File: config.mk
export PLATFORM = sky130hd
export DESIGN_NAME = id_stage
export DESIGN_NICKNAME = d
export VERILOG_FILES = /design/src/mips_isa_pkg.sv /design/src/id_pkg.sv /design/src/inst_decode.sv /design/src/operand_select.sv /design/src/id_ex_reg.sv /design/src/id_stage.sv
export SDC_FILE = /design/constraint.sdc
export NUM_CORES = 1
export LEC_CHECK = 0
export ABC_AREA = 1
export BUFFER_PORTS_ARGS = -buffer_cell sky130_fd_sc_hd__buf_2
export CAP_MARGIN = 25
export CORE_ASPECT_RATIO = 1.5
export CORE_MARGIN = 8
export CORE_UTILIZATION = 40
export CTS_BUF_LIST = sky130_fd_sc_hd__clkbuf_2
export DETAILED_ROUTE_END_ITERATION = 8
export HOLD_SLACK_MARGIN = 0.15
export PLACE_DENSITY = 0.69
export SETUP_SLACK_MARGIN = 0.05
export SYNTH_ARGS = -nofsm -noshare
export SYNTH_HDL_FRONTEND = slang
export SYNTH_HIERARCHICAL = 1
export SYNTH_SLANG_ARGS = --single-unit
File: constraint.sdc
create_clock -name clk -period 3.2 [get_ports clk]
set_input_delay 0.48 -clock clk [delete_from_list [all_inputs] [get_ports clk]]
set_output_delay 0.48 -clock clk [all_outputs]
set_load 0.05 [all_outputs]
File: src/mips_isa_pkg.sv
`default_nettype none

//////////////////////////////
// mips32 instruction encoding
//////////////////////////////

package mips_isa_pkg;

    // field widths with a meaning of their own
    typedef logic [31:0] inst_t;     // one instruction word
    typedef logic [5:0]  opcode_t;   // major opcode, bits 31..26
    typedef logic [5:0]  funct_t;    // SPECIAL function code, bits 5..0
    typedef logic [4:0]  reg_addr_t; // gpr number
    typedef logic [4:0]  shamt_t;    // shift amount, bits 10..6
    typedef logic [15:0] imm16_t;    // I-type immediate, bits 15..0

    // R-type view of a word
    //   |31..26|25..21|20..16|15..11|10..6|5..0 |
    //   |  op  |  rs  |  rt  |  rd  | sa  |funct|
    // I-type reuses rd, sa and funct as one 16-bit immediate
    typedef struct packed {
        opcode_t   op;    // major opcode
        reg_addr_t rs;    // source 1, base for pref
        reg_addr_t rt;    // source 2 or I-type target
        reg_addr_t rd;    // R-type target
        shamt_t    sa;    // shift amount
        funct_t    funct; // only valid under SPECIAL
    } inst_fields_t;

    //////////////////////////////
    // major opcodes
    //////////////////////////////

    localparam opcode_t OPC_SPECIAL = 6'b000000; // R-type, decode on funct
    localparam opcode_t OPC_ANDI    = 6'b001100;
    localparam opcode_t OPC_ORI     = 6'b001101;
    localparam opcode_t OPC_XORI    = 6'b001110;
    localparam opcode_t OPC_LUI     = 6'b001111; // rs field unused
    localparam opcode_t OPC_PREF    = 6'b110011; // hint only, no effect here

    //////////////////////////////
    // SPECIAL function codes
    //////////////////////////////

    // logic on two registers
    localparam funct_t FN_AND  = 6'b100100;
    localparam funct_t FN_OR   = 6'b100101;
    localparam funct_t FN_XOR  = 6'b100110;
    localparam funct_t FN_NOR  = 6'b100111;

    // shift by sa
    localparam funct_t FN_SLL  = 6'b000000; // nop and ssnop share this
    localparam funct_t FN_SRL  = 6'b000010;
    localparam funct_t FN_SRA  = 6'b000011;

    // shift by rs[4:0]
    localparam funct_t FN_SLLV = 6'b000100;
    localparam funct_t FN_SRLV = 6'b000110;
    localparam funct_t FN_SRAV = 6'b000111;

    localparam funct_t FN_SYNC = 6'b001111; // memory barrier, nop here

    // whole-word encodings that alias sll r0, r0, sa
    // they must never write, so decode matches them before funct
    localparam inst_t INST_NOP   = 32'h0000_0000; // sa = 0
    localparam inst_t INST_SSNOP = 32'h0000_0040; // sa = 1

endpackage

`default_nettype wire

File: src/id_pkg.sv
`default_nettype none

//////////////////////////////
// decode stage types
//////////////////////////////

package id_pkg;

    typedef logic [31:0] word_t;   // datapath word
    typedef logic [2:0]  alusel_t; // which ALU result mux leg
    typedef logic [7:0]  aluop_t;  // operation within the class

    // alu class
    localparam alusel_t SEL_NOP   = 3'b000;
    localparam alusel_t SEL_LOGIC = 3'b001;
    localparam alusel_t SEL_SHIFT = 3'b010;

    // alu operations, nop must stay all zero so a cleared
    // ID/EX register reads as a bubble
    localparam aluop_t OP_NOP  = 8'b0000_0000;
    localparam aluop_t OP_AND  = 8'b0010_0100;
    localparam aluop_t OP_OR   = 8'b0010_0101;
    localparam aluop_t OP_XOR  = 8'b0010_0110;
    localparam aluop_t OP_NOR  = 8'b0010_0111;
    localparam aluop_t OP_ANDI = 8'b0101_1001;
    localparam aluop_t OP_ORI  = 8'b0101_1010;
    localparam aluop_t OP_XORI = 8'b0101_1011;
    localparam aluop_t OP_LUI  = 8'b0101_1100;
    localparam aluop_t OP_SLL  = 8'b0111_1100;
    localparam aluop_t OP_SRL  = 8'b0000_0010;
    localparam aluop_t OP_SRA  = 8'b0000_0011;
    localparam aluop_t OP_SLLV = 8'b0000_0100;
    localparam aluop_t OP_SRLV = 8'b0000_0110;
    localparam aluop_t OP_SRAV = 8'b0000_0111;

    // regfile read request, addr is zero while en is low
    typedef struct packed {
        logic                   en;
        mips_isa_pkg::reg_addr_t addr;
    } rd_port_t; // 6 bits

    // write-back bus from ex or mem, used for forwarding
    typedef struct packed {
        logic                   wreg; // bus carries a gpr write
        mips_isa_pkg::reg_addr_t addr;
        word_t                  data;
    } wb_fwd_t; // 38 bits

    // control half of the ID/EX bundle
    typedef struct packed {
        alusel_t                alusel;
        aluop_t                 aluop;
        logic                   wreg;      // write-back enable
        mips_isa_pkg::reg_addr_t wreg_addr; // 0 when wreg is low
    } dec_ctrl_t; // 17 bits

    // what execute sees one cycle after decode
    typedef struct packed {
        dec_ctrl_t ctrl;
        word_t     reg1; // operand 1
        word_t     reg2; // operand 2
    } id_ex_t; // 81 bits

endpackage

`default_nettype wire

File: src/inst_decode.sv
`timescale 1ns/1ps
`default_nettype none

// field split and control decode, purely combinational
module inst_decode (
    input  wire mips_isa_pkg::inst_t i_inst,
    output id_pkg::rd_port_t         o_rd1,  // regfile port 1 request
    output id_pkg::rd_port_t         o_rd2,  // regfile port 2 request
    output id_pkg::word_t            o_imm,  // operand when a port is off
    output id_pkg::dec_ctrl_t        o_ctrl
);

    import mips_isa_pkg::*;
    import id_pkg::*;

    inst_fields_t f;      // R-type view of the word
    imm16_t       imm16;  // I-type view, overlaps rd/sa/funct
    logic         is_nop; // nop or ssnop, both alias sll

    assign f      = inst_fields_t'(i_inst);
    assign imm16  = {f.rd, f.sa, f.funct};
    assign is_nop = (i_inst == INST_NOP) || (i_inst == INST_SSNOP);

    always_comb
    begin
        // bubble by default, anything not matched below stays this way
        o_rd1          = '0;
        o_rd2          = '0;
        o_imm          = '0;
        o_ctrl.alusel    = SEL_NOP;
        o_ctrl.aluop     = OP_NOP;
        o_ctrl.wreg      = 1'b0;
        o_ctrl.wreg_addr = '0;

        if (!is_nop)
        begin
            case (f.op)
                OPC_SPECIAL:
                begin
                    case (f.funct)
                        //////////////////////////////
                        // register logic
                        //////////////////////////////
                        FN_AND, FN_OR, FN_XOR, FN_NOR: // rd <- rs op rt
                        begin
                            o_rd1            = '{en: 1'b1, addr: f.rs};
                            o_rd2            = '{en: 1'b1, addr: f.rt};
                            o_ctrl.alusel    = SEL_LOGIC;
                            o_ctrl.wreg      = 1'b1;
                            o_ctrl.wreg_addr = f.rd;
                            case (f.funct)
                                FN_AND:  o_ctrl.aluop = OP_AND;
                                FN_OR:   o_ctrl.aluop = OP_OR;
                                FN_XOR:  o_ctrl.aluop = OP_XOR;
                                default: o_ctrl.aluop = OP_NOR;
                            endcase
                        end

                        //////////////////////////////
                        // shift by sa
                        //////////////////////////////
                        FN_SLL, FN_SRL, FN_SRA: // rd <- rt shift sa
                        begin
                            o_rd1            = '{en: 1'b1, addr: f.rt};
                            o_imm            = {27'b0, f.sa}; // lands in operand 2
                            o_ctrl.alusel    = SEL_SHIFT;
                            o_ctrl.wreg      = 1'b1;
                            o_ctrl.wreg_addr = f.rd;
                            case (f.funct)
                                FN_SLL:  o_ctrl.aluop = OP_SLL;
                                FN_SRL:  o_ctrl.aluop = OP_SRL;
                                default: o_ctrl.aluop = OP_SRA;
                            endcase
                        end

                        //////////////////////////////
                        // shift by register
                        //////////////////////////////
                        FN_SLLV, FN_SRLV, FN_SRAV: // rd <- rt shift rs[4:0]
                        begin
                            o_rd1            = '{en: 1'b1, addr: f.rt}; // value
                            o_rd2            = '{en: 1'b1, addr: f.rs}; // amount
                            o_ctrl.alusel    = SEL_SHIFT;
                            o_ctrl.wreg      = 1'b1;
                            o_ctrl.wreg_addr = f.rd;
                            case (f.funct)
                                FN_SLLV: o_ctrl.aluop = OP_SLLV;
                                FN_SRLV: o_ctrl.aluop = OP_SRLV;
                                default: o_ctrl.aluop = OP_SRAV;
                            endcase
                        end

                        FN_SYNC:
                        begin
                            // barrier, nothing to order in this core
                            o_ctrl.alusel = SEL_NOP;
                        end

                        default:
                        begin
                            o_ctrl.aluop = OP_NOP; // unknown funct
                        end
                    endcase
                end

                //////////////////////////////
                // immediate logic
                //////////////////////////////
                OPC_ANDI, OPC_ORI, OPC_XORI: // rt <- rs op zext(imm)
                begin
                    o_rd1            = '{en: 1'b1, addr: f.rs};
                    o_imm            = {16'b0, imm16};
                    o_ctrl.alusel    = SEL_LOGIC;
                    o_ctrl.wreg      = 1'b1;
                    o_ctrl.wreg_addr = f.rt; // I-type target
                    case (f.op)
                        OPC_ANDI: o_ctrl.aluop = OP_ANDI;
                        OPC_ORI:  o_ctrl.aluop = OP_ORI;
                        default:  o_ctrl.aluop = OP_XORI;
                    endcase
                end

                OPC_LUI: // rt <- imm << 16, no register read
                begin
                    o_imm            = {imm16, 16'b0};
                    o_ctrl.alusel    = SEL_LOGIC;
                    o_ctrl.aluop     = OP_LUI;
                    o_ctrl.wreg      = 1'b1;
                    o_ctrl.wreg_addr = f.rt;
                end

                //////////////////////////////
                // no-operation group
                //////////////////////////////
                OPC_PREF:
                begin
                    // cache hint, no cache here
                    o_ctrl.alusel = SEL_NOP;
                end

                default:
                begin
                    o_ctrl.aluop = OP_NOP; // undefined opcode
                end
            endcase
        end
    end

endmodule

`default_nettype wire

File: src/operand_select.sv
`timescale 1ns/1ps
`default_nettype none

// forwarding and immediate mux for both ALU operands
module operand_select (
    input  wire id_pkg::rd_port_t i_rd1,
    input  wire id_pkg::rd_port_t i_rd2,
    input  wire id_pkg::word_t    i_imm,
    input  wire id_pkg::word_t    i_reg1_data, // regfile port 1, same cycle
    input  wire id_pkg::word_t    i_reg2_data, // regfile port 2, same cycle
    input  wire id_pkg::wb_fwd_t  i_ex_fwd,    // result leaving ex
    input  wire id_pkg::wb_fwd_t  i_mem_fwd,   // result leaving mem
    output id_pkg::word_t         o_op1,
    output id_pkg::word_t         o_op2
);

    import id_pkg::*;

    // ex holds the younger write, so it wins over mem
    // r0 gets no special case
    function automatic word_t pick_operand(
        input rd_port_t port,
        input word_t    rf_data,
        input word_t    imm,
        input wb_fwd_t  ex,
        input wb_fwd_t  mem
    );
        if (port.en && ex.wreg && (ex.addr == port.addr))
            return ex.data;  // ex hazard
        else if (port.en && mem.wreg && (mem.addr == port.addr))
            return mem.data; // mem hazard
        else if (port.en)
            return rf_data;  // no hazard
        else
            return imm;      // port off
    endfunction

    assign o_op1 = pick_operand(i_rd1, i_reg1_data, i_imm, i_ex_fwd, i_mem_fwd);
    assign o_op2 = pick_operand(i_rd2, i_reg2_data, i_imm, i_ex_fwd, i_mem_fwd);

endmodule

`default_nettype wire

File: src/id_ex_reg.sv
`timescale 1ns/1ps
`default_nettype none

// ID/EX pipeline register
module id_ex_reg (
    input  wire                      clk,
    input  wire                      rst,    // sync, active high
    input  wire id_pkg::dec_ctrl_t   i_ctrl,
    input  wire id_pkg::word_t       i_op1,
    input  wire id_pkg::word_t       i_op2,
    output id_pkg::id_ex_t           o_id_ex
);

    import id_pkg::*;

    id_ex_t next_id_ex; // bundle as decode leaves it

    assign next_id_ex = '{ctrl: i_ctrl, reg1: i_op1, reg2: i_op2};

    // no stall input, loads every edge
    always_ff @(posedge clk)
    begin
        if (rst)
            o_id_ex <= '0; // bubble, wreg low and class nop
        else
            o_id_ex <= next_id_ex;
    end

endmodule

`default_nettype wire

File: src/id_stage.sv
`timescale 1ns/1ps
`default_nettype none

// decode stage top
module id_stage (
    input  wire                       clk,
    input  wire                       rst,
    input  wire mips_isa_pkg::inst_t  i_inst,
    input  wire id_pkg::word_t        i_reg1_data,
    input  wire id_pkg::word_t        i_reg2_data,
    input  wire id_pkg::wb_fwd_t      i_ex_fwd,
    input  wire id_pkg::wb_fwd_t      i_mem_fwd,
    output id_pkg::rd_port_t          o_rd1,   // to regfile, combinational
    output id_pkg::rd_port_t          o_rd2,
    output id_pkg::id_ex_t            o_id_ex  // to execute, registered
);

    import id_pkg::*;

    word_t     imm;  // fallback operand
    dec_ctrl_t ctrl; // control before the register
    word_t     op1;
    word_t     op2;

    //////////////////////////////
    // decode
    //////////////////////////////
    inst_decode u_inst_decode (
        .i_inst (i_inst),
        .o_rd1  (o_rd1),
        .o_rd2  (o_rd2),
        .o_imm  (imm),
        .o_ctrl (ctrl)
    );

    //////////////////////////////
    // operands
    //////////////////////////////
    operand_select u_operand_select (
        .i_rd1       (o_rd1),
        .i_rd2       (o_rd2),
        .i_imm       (imm),
        .i_reg1_data (i_reg1_data),
        .i_reg2_data (i_reg2_data),
        .i_ex_fwd    (i_ex_fwd),
        .i_mem_fwd   (i_mem_fwd),
        .o_op1       (op1),
        .o_op2       (op2)
    );

    // one cycle into execute
    id_ex_reg u_id_ex_reg (
        .clk     (clk),
        .rst     (rst),
        .i_ctrl  (ctrl),
        .i_op1   (op1),
        .i_op2   (op2),
        .o_id_ex (o_id_ex)
    );

endmodule

`default_nettype wire

==> metrics.md <==
| Metric | Value |
|---|---|
| Status | `completed` |
| Cells along the critical path | `buf_2 -> nor2_1 -> nand3_4 -> inv_2 -> nand2_1 -> nand2_4 -> nand2_4 -> nand2_2 -> buf_4 -> buf_2` |
| Max rail drop VDD | `124 uV` |
| Pwr Density | `256 mW/mm2` |
| Worst setup margin | `0.420 ns` |
| Die X | `118 um` |
| Met3 Resource Use GR | `5.29%` |
| Num CTS Buffers | `9` |
| Delay of the slowest critical-path stage | `0.35 ns` |
| Vias/cell | `5.35` |
| Post-route ant nets | `0` |
| Share of layout cells above drive strength 1 | `27.5%` |
| Max Cap Violations | `0` |
| CTS max path bufs | `2` |
| CTS Sinks | `81` |
| Drt first pass iters | `8` |
| Buffers on Ports | `266` |
| CTS root buf | `clkbuf_2` |
| Unrepaired setup endpoints after global routing | `no` |
| DRC viols | `0` |
| CP Launch Type | `input port` |
| Family with the most delay on the worst path | `buffers and inverters` |
| Setup TNS Final | `0 ns` |
| Core area | `0.0155 mm2` |
| Syn_area_per_cell | `6.22 um2` |
| Worst Path Max Fanout | `18` |
| Met1 Usage GRT | `29.0%` |
| Post-CTS setup buffer count | `0` |
| RD Place Congestion | `0.995` |
| Crit path buf inv count | `4` |
| Storage cell area | `0.00162 mm2` |
| Fin crit share | `86.9%` |
| Worst-margin pin slew | `0.877 ns` |
| Max Slew Vio Count | `0` |
| CP Capture Type | `primary output` |
| Hold Path Class | `input port to flop` |
| NumNets Final | `1,418` |
| Crit path kind | `input port to primary output` |
| CTS tree | `yes` |
| Fmax | `360 MHz` |
| Worst path slowest cell | `buf_2` |
| Clock period minus final worst setup slack | `2.78 ns` |
| Worst Path Required | `2.72 ns` |
| H-Tree Depth | `3` |
| DIE AREA | `0.0200 mm2` |
| Multi-input combinational cell area | `0.00364 mm2` |
| Leak | `0.00431 uW` |
| Met2 Usage GRT | `46.8%` |
| Crit path DAT | `2.30 ns` |
| DR vias | `7,817` |
| Fillers | `1,697` |
| DRT Wirelength | `27,900 um` |
| DRT iter0 DRCs | `730` |
| Placement Setup Slack | `0.289 ns` |
| Post-cts sizing count | `0` |
| Reg with most FFs | `u_id_ex_reg/o_id_ex` |
| Avg WL per Cell | `19.1 um` |
| Final hold violations | `0` |
| Yosys warns | `6` |
| Synth-to-layout area growth | `24.8%` |
| Synth unique cells | `30` |
| #FFs+latches synth | `81` |
| Hold_buf cts | `0` |
| Gr busiest metal | `met2` |
| Mapped Cells | `1,008` |
| Seq/Total Area, Yosys | `25.9%` |
| Num ports | `267` |
| DIE HEIGHT | `169 um` |
| Top flop regs | `u_id_ex_reg/o_id_ex x81` |
| Initial antenna violation count | `8` |
| First-pass GRT wire length | `42,500 um` |
| GRT Residual Overflow | `0` |
| Power Total | `2010 uW` |
| Clock-pin transition on the worst setup and hold timing paths | `0.25 ns` |
| Total track usage | `26.8%` |
| Final HPWL DP | `21,400 um` |
| Number of global-route vias before repair | `7,703` |
| Area leader, netlist | `dfxtp_1` |
| Synth top area share | `25.9%` |
| Number of flip-flops in the largest register | `81` |
| Initial Util | `40.5%` |
| Ranking of synthesized cells by area | `dfxtp_1 (26%), nand2_1 (14%), nand4_1 (13%)` |
| Synthesized area | `0.00627 mm2` |
| Row count | `56` |
| Final setup fails | `0` |
| Max_slew headroom | `41.5%` |
| Largest net degree at the start of global routing | `44` |
## kinds of logic (layout without fill, tap and decap cells)
family	after synthesis	count (layout)	share of synthesized area, %
and+or+nand+nor	603	603	45.1
DFF	81	81	25.9
buffers and inverters	238	478	16.5
muxes	64	64	10.2
other	1	10	0.0598
AOI/OAI and AO/OA	21	21	2.22
## per-stage QoR
step           hold WS, ns  instance area, um2  instances  util [%]
4_1_cts              0.168                7800       1452      50.4
3_5_place_dp         0.836                7710       1436      49.8
2_1_floorplan        0.675                6270       1009         -
3_3_place_gp         0.833                7710       1436      49.8
5_1_grt              0.199                7820       1459      50.5
6_report             0.221                7820       1460      50.5
## cells in the final DEF, fill, tap and decap left out, types with 4 or more instances in the layout
cell type	n
a22oi_1	5
buf_2	266
buf_4	30
clkbuf_2	10
dfxtp_1	81
diode_2	8
inv_1	159
inv_2	6
mux2i_1	64
nand2_1	233
nand3_1	76
nand4_1	131
nor2_1	139
nor2_2	7
nor2_4	4
o21ai_0	7
o22ai_1	4
## report_power, final
part           leakage [uW]  total, uW  switching [uW]  internal (uW)
logic               0.00360        468             317            151
clock network     0.0000522        511             404            106
registers          0.000654       1030            3.24           1020
total               0.00431       2010             725           1280
## cells in the mapped netlist, drive strengths merged
cell type / instances
o21a: 1
nand3: 80
o22ai: 4
mux2i: 64
nand2: 237
nor2: 150
a22oi: 5
nand4: 132
nand3b: 1
nor3: 3
a21oi: 1
buf: 52
conb: 1
dfxtp: 81
o21ai: 8
o211ai: 2
inv: 165
clkbuf: 21
## final timing paths
path,start,to,cells past startpoint
max,i_inst[28],o_rd1[5],10
min,i_inst[18],u_id_ex_reg/o_id_ex[66],5
## layer usage
| layer | share of wire [%] | wire [um] |
|---|---|---|
| met5 | 0.043 | 12 |
| met4 | 5.3 | 1480 |
| met3 | 7.6 | 2120 |
| met2 | 51 | 14100 |
| met1 | 36 | 10200 |
## layout make-up
| class | instances | share of cell area [%] |
|---|---|---|
| well taps | 203 | 3.25 |
| multi-input cells | 690 | 46.5 |
| clock inverters | 6 | 0.560 |
| flip-flops and latches | 81 | 20.7 |
| diodes | 8 | 0.256 |
| clock buffers | 10 | 0.640 |
| inverters | 165 | 7.92 |
| repair buffers | 297 | 20.2 |
No activity file was read; power rests on OpenSTA's default activity.
